[src/source/test_ctrl_pkg.sv]
// Shared constants and header type for the byte-stream link test controller
package test_ctrl_pkg;

    // ======================================================================
    // Packet header layout
    // ======================================================================

    // Payload length field, low bits of every header byte
    localparam int LEN_W = 6;

    // Reply buffer depth: header plus up to three payload bytes
    localparam int REPLY_WORDS = 4;

    // Command codes, upper two bits of a header
    localparam logic [1:0] CMD_TEST_START   = 2'd0;
    localparam logic [1:0] CMD_TEST_DATA    = 2'd1;
    localparam logic [1:0] CMD_TEST_STOP    = 2'd2;
    // Sent by the controller only; invalid on the input side
    localparam logic [1:0] CMD_TEST_STOPPED = 2'd3;

    // ======================================================================
    // Test numbers, payload byte of a START packet
    // ======================================================================

    // Incoming data must count up from zero
    localparam logic [7:0] TEST_RECEIVE      = 8'd1;
    // Controller generates counting packets
    localparam logic [7:0] TEST_SEND         = 8'd2;
    // Check and echo every data byte
    localparam logic [7:0] TEST_RECEIVE_SEND = 8'd3;

    // ======================================================================
    // Error codes, first payload byte of a STOPPED packet
    // ======================================================================

    localparam logic [7:0] ERR_NONE          = 8'd0;
    // START length not 1
    localparam logic [7:0] ERR_START_PAYLOAD = 8'd1;
    // STOP length not 0
    localparam logic [7:0] ERR_STOP_PAYLOAD  = 8'd2;
    // STOPPED received as a command
    localparam logic [7:0] ERR_INVALID_CMD   = 8'd3;
    // Unknown test number, followed by that number
    localparam logic [7:0] ERR_TEST_NUM      = 8'd4;
    // Data mismatch, followed by received and expected bytes
    localparam logic [7:0] ERR_TEST_DATA     = 8'd5;

    // Header byte, seen either whole or as command plus length
    typedef union packed {
        logic [7:0] raw;
        struct packed {
            logic [1:0]       cmd;
            logic [LEN_W-1:0] len;
        } f;
    } pkt_header_t;

endpackage
[src/source/cmd_parser.sv]
// Input packet decoder with data checking, test result flags and reply building
`timescale 1ns/10ps

module cmd_parser (
    input  logic                                      clk,
    input  logic                                      reset_i,
    input  logic                                      in_empty_i,
    input  logic [7:0]                                in_data_i,
    output logic                                      in_rd_en_o,
    output logic                                      reply_valid_o,
    output logic [test_ctrl_pkg::REPLY_WORDS-1:0][7:0] reply_words_o,
    input  logic                                      reply_done_i,
    output logic                                      gen_start_o,
    input  logic                                      gen_done_i,
    output logic                                      test_ok_o,
    output logic                                      test_fail_o
);
    import test_ctrl_pkg::*;

    // FSM states
    localparam logic [1:0] ST_READ       = 2'd0;
    localparam logic [1:0] ST_WAIT_REPLY = 2'd1;
    localparam logic [1:0] ST_WAIT_GEN   = 2'd2;
    localparam logic [1:0] ST_IDLE       = 2'd3;

    logic [1:0]       state_q;
    logic             in_payload_q;
    logic [LEN_W-1:0] payload_left_q;
    logic [1:0]       last_cmd_q;
    logic [7:0]       expected_q;
    logic [7:0]       test_num_q;

    pkt_header_t hdr;
    pkt_header_t rep_hdr;
    logic [7:0]  rep_code;
    logic        take_hdr;
    logic        take_pay;
    logic        fail;
    logic        pass;
    logic        echo;
    logic        start_gen;
    logic        load_reply;

    // Byte taken in the same cycle the FIFO shows it
    assign in_rd_en_o = (state_q == ST_READ) && !in_empty_i;

    // ======================================================================
    // Decode of the current input byte
    // ======================================================================
    always_comb begin
        hdr.raw   = in_data_i;
        take_hdr  = in_rd_en_o && !in_payload_q;
        take_pay  = in_rd_en_o && in_payload_q;
        fail      = 1'b0;
        pass      = 1'b0;
        echo      = 1'b0;
        start_gen = 1'b0;
        // Status reply by default
        rep_hdr.f.cmd = CMD_TEST_STOPPED;
        rep_hdr.f.len = LEN_W'(1);
        rep_code      = ERR_NONE;

        if (take_hdr) begin
            case (hdr.f.cmd)
                CMD_TEST_START: begin
                    if (hdr.f.len != LEN_W'(1)) begin
                        fail     = 1'b1;
                        rep_code = ERR_START_PAYLOAD;
                    end
                end
                CMD_TEST_DATA: begin
                    // Payload bytes checked one by one
                end
                CMD_TEST_STOP: begin
                    if (hdr.f.len == '0) begin
                        pass = 1'b1;
                    end else begin
                        fail     = 1'b1;
                        rep_code = ERR_STOP_PAYLOAD;
                    end
                end
                default: begin
                    fail     = 1'b1;
                    rep_code = ERR_INVALID_CMD;
                end
            endcase
        end

        // Test number of a START packet
        if (take_pay && last_cmd_q == CMD_TEST_START) begin
            case (in_data_i)
                TEST_SEND: start_gen = 1'b1;
                TEST_RECEIVE, TEST_RECEIVE_SEND: begin
                    // Nothing until data arrives
                end
                default: begin
                    fail          = 1'b1;
                    rep_hdr.f.len = LEN_W'(2);
                    rep_code      = ERR_TEST_NUM;
                end
            endcase
        end

        // Data byte against the expected count
        if (take_pay && last_cmd_q == CMD_TEST_DATA) begin
            if (in_data_i != expected_q) begin
                fail          = 1'b1;
                rep_hdr.f.len = LEN_W'(3);
                rep_code      = ERR_TEST_DATA;
            end else if (test_num_q == TEST_RECEIVE_SEND) begin
                // Echo as a DATA packet of one byte
                echo          = 1'b1;
                rep_hdr.f.cmd = CMD_TEST_DATA;
                rep_code      = in_data_i;
            end
        end

        // Send test finished
        if (state_q == ST_WAIT_GEN && gen_done_i) begin
            pass = 1'b1;
        end

        load_reply = fail || pass || echo;
    end

    // ======================================================================
    // Control state
    // ======================================================================
    always_ff @(posedge clk or posedge reset_i) begin
        if (reset_i) begin
            state_q        <= ST_READ;
            in_payload_q   <= 1'b0;
            payload_left_q <= '0;
            last_cmd_q     <= CMD_TEST_START;
            expected_q     <= 8'd0;
            test_num_q     <= 8'd0;
            reply_valid_o  <= 1'b0;
            gen_start_o    <= 1'b0;
            test_ok_o      <= 1'b0;
            test_fail_o    <= 1'b0;
        end else begin
            gen_start_o <= 1'b0;
            if (take_hdr) begin
                last_cmd_q <= hdr.f.cmd;
                if (hdr.f.len != '0) begin
                    in_payload_q   <= 1'b1;
                    payload_left_q <= hdr.f.len;
                end
                // New test clears the result flags
                if (hdr.f.cmd == CMD_TEST_START) begin
                    test_ok_o   <= 1'b0;
                    test_fail_o <= 1'b0;
                    expected_q  <= 8'd0;
                end
            end
            if (take_pay) begin
                payload_left_q <= payload_left_q - LEN_W'(1);
                if (payload_left_q == LEN_W'(1)) begin
                    in_payload_q <= 1'b0;
                end
                if (last_cmd_q == CMD_TEST_START) begin
                    test_num_q <= in_data_i;
                end
                if (last_cmd_q == CMD_TEST_DATA) begin
                    expected_q <= expected_q + 8'd1;
                end
            end
            if (start_gen) begin
                gen_start_o <= 1'b1;
                state_q     <= ST_WAIT_GEN;
            end
            if (load_reply) begin
                reply_valid_o <= 1'b1;
                state_q       <= ST_WAIT_REPLY;
            end
            if (pass) test_ok_o <= 1'b1;
            // A failure replaces an earlier OK result
            if (fail) begin
                test_ok_o   <= 1'b0;
                test_fail_o <= 1'b1;
            end
            // Failure parks the FSM until reset
            if (reply_done_i) begin
                reply_valid_o <= 1'b0;
                state_q       <= test_fail_o ? ST_IDLE : ST_READ;
            end
        end
    end

    // Tail bytes of the reply only matter for error replies
    always_ff @(posedge clk) begin
        if (load_reply) begin
            reply_words_o[0] <= rep_hdr.raw;
            reply_words_o[1] <= rep_code;
            reply_words_o[2] <= in_data_i;
            reply_words_o[3] <= expected_q;
        end
    end

endmodule

[config.mk]
export PLATFORM = sky130hd
export DESIGN_NAME = cmd_parser
export DESIGN_NICKNAME = d
export VERILOG_FILES = /design/src/source/test_ctrl_pkg.sv /design/src/source/cmd_parser.sv
export SDC_FILE = /design/constraint.sdc
export NUM_CORES = 1
export LEC_CHECK = 0
export BUFFER_PORTS_ARGS = -buffer_cell sky130_fd_sc_hd__buf_2
export CORE_UTILIZATION = 52
export DETAILED_ROUTE_END_ITERATION = 16
export GPL_TIMING_DRIVEN = 0
export PLACE_DENSITY = 0.75
export SKIP_CTS_REPAIR_TIMING = 1
export SYNTH_ARGS = -nofsm -noshare
export SYNTH_HDL_FRONTEND = slang
export SYNTH_SLANG_ARGS = --single-unit
[constraint.sdc]
create_clock -name clk -period 8.4 [get_ports clk]
set_input_delay 1.26 -clock clk [delete_from_list [all_inputs] [get_ports clk]]
set_output_delay 1.26 -clock clk [all_outputs]
set_load 0.02 [all_outputs]
* Yosys cells after proc, flatten, opt, wreduce, memory -nomap -nowiden
Index checks and enable logic that the tools add are counted.
** Storage, ports and cells
- Word-level logic and storage cells :: 112
- Output and inout port bits :: 37
- Bits of input ports :: 13
- Flip-flop bits (word level) :: 63
** Operators by class
- Equality and inequality tests :: 11
- Add/subtract/negate cells :: 2
- Bitwise gates (word level) :: 1
- Reduce and logical (&&, ||, !) cells :: 29
- Muxes and demuxes :: 54
** Operator list (count)
- 2-to-1 mux 8 bit :: 9
- 2-to-1 mux 6 bit :: 5
- 2-to-1 mux 1 bit :: 29
- equality test 8 x 2 -> 1 bit, second input constant :: 3
- 2-to-1 mux 2 bit :: 9
- nonzero test 2 bit :: 5
- nonzero test 3 bit :: 3
- adder 8 x 1 -> 8 bit, second input constant :: 1
- equality test 8 x 1 -> 1 bit, second input constant :: 1
- inequality test 8 bit :: 1
- AND reduction 2 bit :: 4
- equality test 6 x 1 -> 1 bit, second input constant :: 1
- logical AND 1 bit :: 6
- zero test 2 bit :: 3
- zero test 6 bit :: 1
- inequality test 6 x 1 -> 1 bit, second input constant :: 1
- one-hot mux 2 bit (3 select lines) :: 1
- nonzero test 6 bit :: 1
- subtractor 6 x 1 -> 6 bit, second input constant :: 1
- equality test 2 x 1 -> 1 bit, second input constant :: 2
- equality test 2 bit, second input constant :: 2
- one-hot mux 1 bit (3 select lines) :: 1
- OR reduction 3 bit :: 1
- zero test 1 bit :: 2
- 3 further kinds :: 4

* Depth between registers and ports, before layout
Gate-level depths: netlist of the first run.
- Depth in word-level cells :: 12
- Mapped depth :: 7
- Gate-level depth less buffers :: 6

* Least setup slack after synthesis of the first run
Ideal clock, no wire load.
- Kind :: input to register
- Start :: input port in_empty_i
- End :: register reply_words_o[0] (netlist name), enable pin
- Library setup time :: 0.384 ns
- Path buffers :: 0
- Arrival time :: 3.122 ns
- Path slack :: 4.894 ns
- Data required time :: 8.016 ns
- Stages :: 5
- Cells stage by stage :: or4b_4 > nor4_4 > nor3b_4 > nor2_2 > nand2_1
** On the way
- Cells in the longest elaborated chain, start to end :: 10
- Elaborated cells on any way between the ends :: 16
- Those cells by class :: mux (8); reduce/logical (8)
** Ends and longest elaborated chain
- from (decl) :: line cmd_parser.sv:7 : input logic in_empty_i,
- zero test 1 bit * :: line cmd_parser.sv:45 : assign in_rd_en_o = (state_q == ST_READ) && !in_empty_i;
- logical AND 1 bit * :: line cmd_parser.sv:45
- logical AND 1 bit :: line cmd_parser.sv:52 : take_hdr = in_rd_en_o && !in_payload_q;
- 2-to-1 mux 1 bit :: line cmd_parser.sv:63 : if (take_hdr) begin
- 2-to-1 mux 1 bit :: line cmd_parser.sv:91 : case (in_data_i)
- 2-to-1 mux 1 bit :: line cmd_parser.sv:90 : if (take_pay && last_cmd_q == CMD_TEST_START) begin
- 2-to-1 mux 1 bit :: line cmd_parser.sv:106 : if (in_data_i != expected_q) begin
- 2-to-1 mux 1 bit :: line cmd_parser.sv:105 : if (take_pay && last_cmd_q == CMD_TEST_DATA) begin
- logical OR 1 bit :: line cmd_parser.sv:123 : load_reply = fail || pass || echo;
- logical OR 1 bit * :: line cmd_parser.sv:123
- net load_reply :: line cmd_parser.sv:42 : logic load_reply;
- to (decl) :: line cmd_parser.sv:11 : output logic [test_ctrl_pkg::REPLY_WORDS-1:0][7:0] reply_words_o,
Mark *: on every way through the listed nets, which the timed path passes. The rest lies on a longest branch.
A chain may end at the register's enable or synchronous reset.

* Worst setup path after layout of the first run
- Start :: input port in_data_i[3]
- End :: register reply_words_o[20] (netlist name), enable pin
** On the way
- Cells in the longest elaborated chain, start to end :: 10
- Elaborated cells on any way between the ends :: 23
- Those cells by class :: eq/ne (5); mux (14); reduce/logical (4)
** Ends and longest elaborated chain
- from (decl) :: line cmd_parser.sv:8 : input logic [7:0] in_data_i,
- inequality test 6 x 1 -> 1 bit / zero test 6 bit (equally long branches) :: line cmd_parser.sv:66, cmd_parser.sv:75
- 2-to-1 mux 1 bit (on tied branches) :: line cmd_parser.sv:66, cmd_parser.sv:75
- one-hot mux 1 bit (3 select lines) :: line cmd_parser.sv:64 : case (hdr.f.cmd)
- 2-to-1 mux 1 bit :: line cmd_parser.sv:63
- 2-to-1 mux 1 bit :: line cmd_parser.sv:91
- 2-to-1 mux 1 bit :: line cmd_parser.sv:90
- 2-to-1 mux 1 bit :: line cmd_parser.sv:106
- 2-to-1 mux 1 bit :: line cmd_parser.sv:105
- logical OR 1 bit :: line cmd_parser.sv:123
- logical OR 1 bit * :: line cmd_parser.sv:123
- net load_reply :: line cmd_parser.sv:42
Marked as above.

==> results by group, run 1 <==
Flow run
  – Max cap viols: 0

Detailed routing
  – DRT Pass-1 Iters: 5
  – Routed Antenna Nets: 0
  – Routed WL: ~5100 um
  – Vias per cell: 5.21
  – Vias: 1817
  – Wire length per cell: ~15 um
  – 1st-iter DRT viols: between 100 and 150
  – Detailed-route DRC error count: 0

STA
  – Final TNS setup: 0 ns
  – Max Clock Freq: 264 MHz
  – Slew Limit Fails: 0
  – Hold WS: between 0.4 and 0.5 ns
  – Final setup viols: 0
  – Worst Skew: 0.00523 ns
  – Fin crit period: 3.79 ns
  – Tightest Pin Transition: between 1 and 1.5 ns
  – Final Cycle Share: 45.1%
  – Final Hold Viols: 0
  – RSZ-0062 raised after global routing: false
  – Rel. slew slack: 24.7%

Setup path
  – CP top delay family: simple AND/OR/NAND/NOR gates
  – Reg-to-reg setup timing slack: ~5.2 ns
  – R2R depth: 5
  – CP startpoint: in_data_i[3]
  – CP Capture Type: flip-flop
  – Peak fanout along the critical path: 27
  – Critical R2R Launch: state_q[0]
  – CP bufs+invs: 1
  – CP Class: in -> reg
  – Worst EP required: around 8.2 ns
  – Worst-path cell chain: buf_2, or4_4, nor4_1, a21oi_1, a211oi_2, nand2_1
  – Worst stage delay on the critical path: 0.75 ns
  – R2R Path End: reply_words_o[20]
  – Data arrival, critical path: 3.61 ns
  – Startpoint types: primary input
  – Critical-path top delay cell: nand2_1

Placement
  – IO buf count: 44
  – Post-DP Area: 3010 um^2
  – Estimated wirelength of the detail-placed design: about 3500 um
  – Placer congestion estimate: between 0.8 and 0.9

Power
  – Pleak: between 1 and 1.5 nW
  – PD cells: 245 nW/um^2
  – VDD IR max: between 0.1 and 0.15 mV
  – Pwr Total: 0.791 mW

Clock tree
  – Clock tree buffer depth: 2
  – CTS tree: done
  – H-tree depth: 3
  – CTS root buf: clkbuf_8
  – Worst-path clk slew: about 0.060 ns
  – CTS Sinks: 58
  – Worst-Skew Late Latency: 0.34 ns
  – CTS buffer count: 9

Finish
  – Area grow syn2layout: 19.6%
  – FF+latch area: 1590 um^2
  – Fin util: 66.5%
  – Post-Layout Inst Area: 3220 um^2
  – Fill cell count: 366
  – Nets: approximately 290
  – Layout cells sized above 1: between 30% and 40%
  – Area of the multi-input gates: 1020 um^2
  – Antenna Cells: 0

Die
  – I/O Pins: 50
  – Core area: 4850 um^2
  – Initial Util: 55.6%
  – Die X: 74.0 um
  – Die height: about 74 um
  – Die area: 5470 um^2
  – Row count: 25

Synthesis
  – Syn Inst Count: approximately 220
  – Cell with the most instances after synthesis: dfrtp_1
  – Yosys top cell area share: a little under a third
  – Yosys cell types: 50
  – Ys async rst share: 53.4%
  – Yosys reg bits: 58
  – Ys Warns: 0
  – Post-synth top area cell: edfxtp_1
  – Mean Syn Cell Area: ~12 um^2
  – Post-synth EDFFs: 27
  – Post-synth top cells: 31 x dfrtp_1, 27 x edfxtp_1, 18 x nand2_1, 15 x nor2_1, 11 x xnor2_1
  – Area contributors post-synth: edfxtp_1 30%, dfrtp_1 29%, xnor2_1 3.6%
  – Ys flop type: dfrtp_1
  – Synth Cell Area: 2690 um^2
  – Sequential area share after synthesis: 58.9%

Worst hold path
  – Hold Startpoint: test_fail_o
  – Worst min path class: reg -> reg
  – Hold path cells: 2
  – Hold Path End: state_q[1]

Outcome
  – Status: completed

GRT
  – First-pass GRT wire length: 8380 um
  – GRT Overall Usage: a little over a fifth
  – Largest net degree at the start of global routing: 32
  – Number of global-route vias before repair: between 1500 and 2000
  – Initial antenna violation count: 0
  – Grt ovf: 0
[flip-flops by register name, summed over array words and instances (netlist names)]
signal          count
in_payload_q        1
test_ok_o           1
gen_start_o         1
state_q             2
test_fail_o         1
reply_valid_o       1
test_num_q          8
payload_left_q      6
last_cmd_q          2
expected_q          8
reply_words_o      27
[cell families after synthesis]
logic type,count (synthesis),share of synthesized area (%)
muxes,12,4.83
adders and majority gates,3,1.39
buffers and inverters,18,3.48
xor gates and xnor gates,14,4.55
AOI/OAI and AO/OA,30,8.27
and+or+nand+nor,81,18.3
other,2,0.279
DFF,58,58.9
[stage by stage]
| stage | cells | worst slack, ns |
|---|---|---|
| 2_1_floorplan | 221 | 4.89 |
| 3_3_place_gp | 332 | 4.31 |
| 3_5_place_dp | 332 | 4.26 |
| 4_1_cts | 348 | 4.61 |
| 5_1_grt | 349 | 4.38 |
| 6_report | 349 | 4.61 |
[worst max-delay path by stage]
stage,slack (ns),cells past startpoint,to
after floorplan,4.89,5,reply_words_o[0]
after CTS,4.61,6,reply_words_o[17]
after detailed placement,4.26,6,reply_words_o[18]
final,4.61,6,reply_words_o[20]
after global routing,4.38,7,reply_words_o[20]
after global placement,4.31,6,reply_words_o[18]
[routing by layer]
| layer | wire, um | up-vias | part of all wire, % | global-route usage [%] |
|---|---|---|---|---|
| met5 | 0 | - | 0 | 0 |
| met4 | 74 | 0 | 1.5 | 8.33 |
| met3 | 305 | 9 | 6.0 | 7.32 |
| met2 | 2320 | 63 | 46 | 33.0 |
| met1 | 2400 | 854 | 47 | 28.5 |
| li1 | - | 891 | - | - |
[worst reg2reg max path: cells and delay by family (launching register included)]
kind          cells  cell delay (ns)
simple gates      5             2.37
flops             1             0.42
[final cells by class]
cell class                      count  share of cell area (%)
Buffer                             11                    2.10
Clock buffer                       10                    3.96
Clock inverter                      6                    1.79
Inverter                            7                   0.816
Multi-Input combinational cell    145                    31.8
Sequential cell                    58                    49.2
Tap cell                           67                    2.60
Timing Repair Buffer               45                    7.69
[report_power, final]
part	switching (mW)	internal, mW	leakage [nW]	total, mW
Combinational	0.0990	0.0638	0.649	0.163
Clock	0.107	0.135	0.0958	0.242
Sequential	0.0323	0.354	0.642	0.386
Total	0.238	0.552	1.39	0.791
[placed cells by master, fill, tap and decap left out, drive strengths merged, types with 2 or more instances in the layout]
master  count
a21oi       7
and2        7
and3        4
buf        51
clkbuf     15
clkinv      5
conb        5
dfrtp      31
edfxtp     27
ha          3
inv         6
mux2        8
mux2i       4
nand2      18
nand2b      4
nand3       5
nand3b      3
nand4       4
nor2       16
nor3        5
nor3b       2
nor4        4
o21a        2
o21ai      10
o22ai       2
or2         2
or4b        3
xnor2      11
xor2        3
(Power assumes the default switching activity.)
==> run 2: changes to the inputs <==
--- a/config.mk
+++ b/config.mk
@@ -5,6 +5,7 @@
 export SDC_FILE = /design/constraint.sdc
 export NUM_CORES = 1
 export LEC_CHECK = 0
+export ABC_AREA = 1
 export BUFFER_PORTS_ARGS = -buffer_cell sky130_fd_sc_hd__buf_2
 export CORE_UTILIZATION = 52
 export DETAILED_ROUTE_END_ITERATION = 16
==> constraint.sdc (replaced) <==
create_clock -name clk -period 3.78 [get_ports clk]
set_input_delay 0.567 -clock clk [delete_from_list [all_inputs] [get_ports clk]]
set_output_delay 0.567 -clock clk [all_outputs]
set_load 0.02 [all_outputs]
==> run 2 against run 1 <==
Sequential power grew to 2.5 times the previous value. Die area rose by 6.4%. Via count rose by 26%. Critical endpoint is now reply_words_o[10]. Routed wire length grew 18%.
==> results by group, run 2 <==
Synthesis
  – Yosys reg bits: 58 (unchanged)
  – Sequential area share after synthesis: 55.3% (-3.6 points)
  – Area contributors post-synth: edfxtp_1 28%, dfrtp_1 27%, nand2_1 11%
  – Ys async rst share: 53.4% (unchanged)
  – Mean Syn Cell Area: 9.09 um^2 (-26%)
  – Yosys top cell area share: 28.2% (-1.9 points)
  – Post-synth EDFFs: 27 (unchanged)
  – Post-synth top cells: 84 x nand2_1, 39 x inv_1, 34 x nor2_1, 31 x dfrtp_1, 27 x edfxtp_1
  – Cell with the most instances after synthesis: nand2_1
  – Ys Warns: 0 (unchanged)
  – Syn Inst Count: 316 (+45%)
  – Yosys cell types: 39 (-22%)
  – Ys flop type: dfrtp_1
  – Post-synth top area cell: edfxtp_1
  – Synth Cell Area: 2870 um^2 (+6.6%)

Setup path
  – CP bufs+invs: 2 (+1)
  – Reg-to-reg setup timing slack: 1.30 ns (-3.91 ns)
  – Worst EP required: 3.74 ns (-4.48 ns)
  – CP Class: reg -> reg
  – R2R Path End: reply_words_o[10]
  – Critical R2R Launch: state_q[1]
  – Worst-path cell chain: nor2_4, nand3b_4, nor2_4, nand2_1, nand3_2, inv_2, nand2_2, nor2_2, inv_1
  – CP Capture Type: flip-flop
  – Data arrival, critical path: 2.44 ns (-1.17 ns)
  – Worst stage delay on the critical path: 0.69 ns (-0.06 ns)
  – CP dominant cell by count: nor2_4
  – R2R depth: 9 (+4)
  – Peak fanout along the critical path: 27 (unchanged)
  – Critical-path top delay cell: inv_1
  – Startpoint types: flip-flop
  – CP top delay family: simple AND/OR/NAND/NOR gates

Finish
  – Antenna Cells: 0 (unchanged)
  – FF+latch area: 1590 um^2 (unchanged)
  – Area of the multi-input gates: 1060 um^2 (+3.7%)
  – Nets: 391 (+33%)
  – Area grow syn2layout: 18.0%
  – Non-filler cells, final: 450 (+29%)
  – Commonest non-fill, non-tap cell in the layout: nand2_1
  – Max FFs per register: 27 (unchanged)
  – Layout cells sized above 1: 25.8% (-5.1 points)
  – Most frequent cells in the layout: 84 x nand2_1, 45 x buf_2, 38 x inv_1
  – Top flop regs: reply_words_o (27), expected_q (8), test_num_q (8)
  – Fill cell count: 436 (+19%)
  – Most flops, register: reply_words_o

GRT
  – First-pass GRT wire length: 10100 um (+20%)
  – Grt ovf: 0 (unchanged)
  – Met2 usage: 35.5% (+2.5 points)
  – Number of global-route vias before repair: 2173 (+26%)
  – GRT Overall Usage: 22.7% (+1.2 points)
  – Met3 usage: 6.95% (-0.37 points)
  – Initial antenna violation count: 0 (unchanged)
  – Top Usage Layer GRT: met2
  – GR Util met1: 28.8% (+0.27 points)
  – Largest net degree at the start of global routing: 32 (unchanged)

Placement
  – Placed Cells incl. Taps: 433 (+30%)
  – Placer congestion estimate: 0.896 (+2.3%)
  – IO buf count: 44 (unchanged)
  – Estimated wirelength of the detail-placed design: 4290 um (+23%)

Detailed routing
  – Vias per cell: 5.10 (-2.0%)
  – Wire length per cell: 13.3 um (-8.7%)
  – Routed WL: 6010 um (+18%)
  – Vias: 2295 (+26%)
  – 1st-iter DRT viols: 215 (+95%)
  – Routed Antenna Nets: 0 (unchanged)
  – DRT Pass-1 Iters: 4 (-1)
  – Detailed-route DRC error count: 0 (unchanged)

STA
  – Final setup viols: 0 (unchanged)
  – RSZ-0062 raised after global routing: false
  – Max Clock Freq: between 400 and 500 MHz
  – Rel. slew slack: 36.3% (+12 points)
  – Slew Limit Fails: 0 (unchanged)
  – Final Hold Viols: 0 (unchanged)
  – Tightest Pin Transition: 0.954 ns (-0.173 ns)
  – Final Cycle Share: 65.7%
  – Final TNS setup: 0 ns (unchanged)
  – Fin crit period: 2.48 ns
  – Worst Skew: 0.0136 ns (+0.00841 ns)

Power
  – PD cells: 630 nW/um^2 (+160%)
  – VDD IR max: 0.335 mV (+140%)
  – Pleak: 1.63 nW (+18%)

Worst hold path
  – Worst min path class: in -> async

Die
  – Die X: 76.3 um (+3.2%)
  – I/O Pins: 50 (unchanged)
  – Initial Util: 55.2% (-0.39 points)
  – Die height: 76.3 um (+3.2%)
  – Die area: 5820 um^2 (+6.4%)
  – Core area: 5200 um^2 (+7.4%)
  – Row count: 26 (+4.0%)

Clock tree
  – Clock tree buffer depth: 2 (unchanged)
  – CTS tree: done
  – H-tree depth: 3 (unchanged)
  – Worst-path clk slew: 0.07 ns (about the same)
  – Worst-Skew Late Latency: 0.35 ns (about the same)
  – CTS root buf: clkbuf_8
  – CTS Sinks: 58 (unchanged)
  – CTS buffer count: 9 (unchanged)

Outcome
  – Status: completed

Flow run
  – Max cap viols: 0 (unchanged)
run 2: cell types whose count changed in the layout (fill, tap and decap cells not counted), sizes merged, moves of 4 or more:
| cell | before | now |
|---|---|---|
| nand2b | 4 | 0 |
| o21ai | 10 | 21 |
| nand3 | 5 | 14 |
| and2 | 7 | 0 |
| nand2 | 18 | 87 |
| inv | 6 | 50 |
| mux2 | 8 | 0 |
| xnor2 | 11 | 1 |
| mux2i | 4 | 0 |
| nor2 | 16 | 41 |
| clkbuf | 15 | 11 |
| nor4 | 4 | 0 |
run 2: how the worst max path moves through the flow:
stage	start	to	depth (start not counted)
after floorplan	in_empty_i	reply_words_o[0]	9
after global placement	in_data_i[0]	reply_words_o[16]	11
after detailed placement	in_data_i[0]	reply_words_o[16]	11
after CTS	state_q[1]	reply_words_o[16]	7
after global routing	state_q[1]	reply_words_o[10]	9
final	state_q[1]	reply_words_o[10]	9
run 2: final cells by class:
| type | count | area share (%) |
|---|---|---|
| Clock inverter | 5 | 0.886 |
| Multi-Input combinational cell | 204 | 31.3 |
| Tap cell | 70 | 2.58 |
| Clock buffer | 11 | 4.17 |
| Buffer | 6 | 1.26 |
| Sequential cell | 58 | 46.8 |
| Timing Repair Buffer | 45 | 7.31 |
| Inverter | 51 | 5.65 |
run 2: metal layers:
| layer | vias to the layer above | wire (um) |
|---|---|---|
| li1 | 1130 | - |
| met1 | 1077 | 2660 |
| met3 | 14 | 350 |
| met4 | 0 | 150 |
| met2 | 74 | 2850 |
| met5 | - | 0 |
run 2: report_power, final:
group / internal (mW) / total, mW / switching (mW) / leakage (nW)
registers: 0.875 / 0.983 / 0.108 / 0.616
clock network: 0.251 / 0.496 / 0.245 / 0.0851
logic: 0.221 / 0.656 / 0.435 / 0.931
total: 1.35 / 2.13 / 0.787 / 1.63
run 2: metrics by stage:
step | area [um^2] | hold WS (ns) | power [mW] | util [%] | setup WS [ns]
after CTS | 3360 | 0.400 | 2.14 | 64.6 | 1.26
after global routing | 3390 | 0.268 | 2.28 | 65.1 | 1.07
final | 3390 | 0.233 | 2.13 | 65.1 | 1.30
after global placement | 3190 | 0.462 | 1.61 | 61.3 | 1.16
after detailed placement | 3190 | 0.478 | 1.65 | 61.3 | 1.12
after floorplan | 2880 | 0.447 | 1.46 | - | 1.58
run 2: cells by family after synthesis:
kind of cell | count (synthesis) | synth area share (%)
adder cells (fa/ha/maj) | 3 | 1.31
XOR/XNOR | 2 | 0.610
AND/OR/NAND/NOR | 155 | 26.2
other | 2 | 0.262
buffers and inverters | 57 | 8.15
flip-flops | 58 | 55.3
AO/OA/AOI/OAI | 39 | 8.19
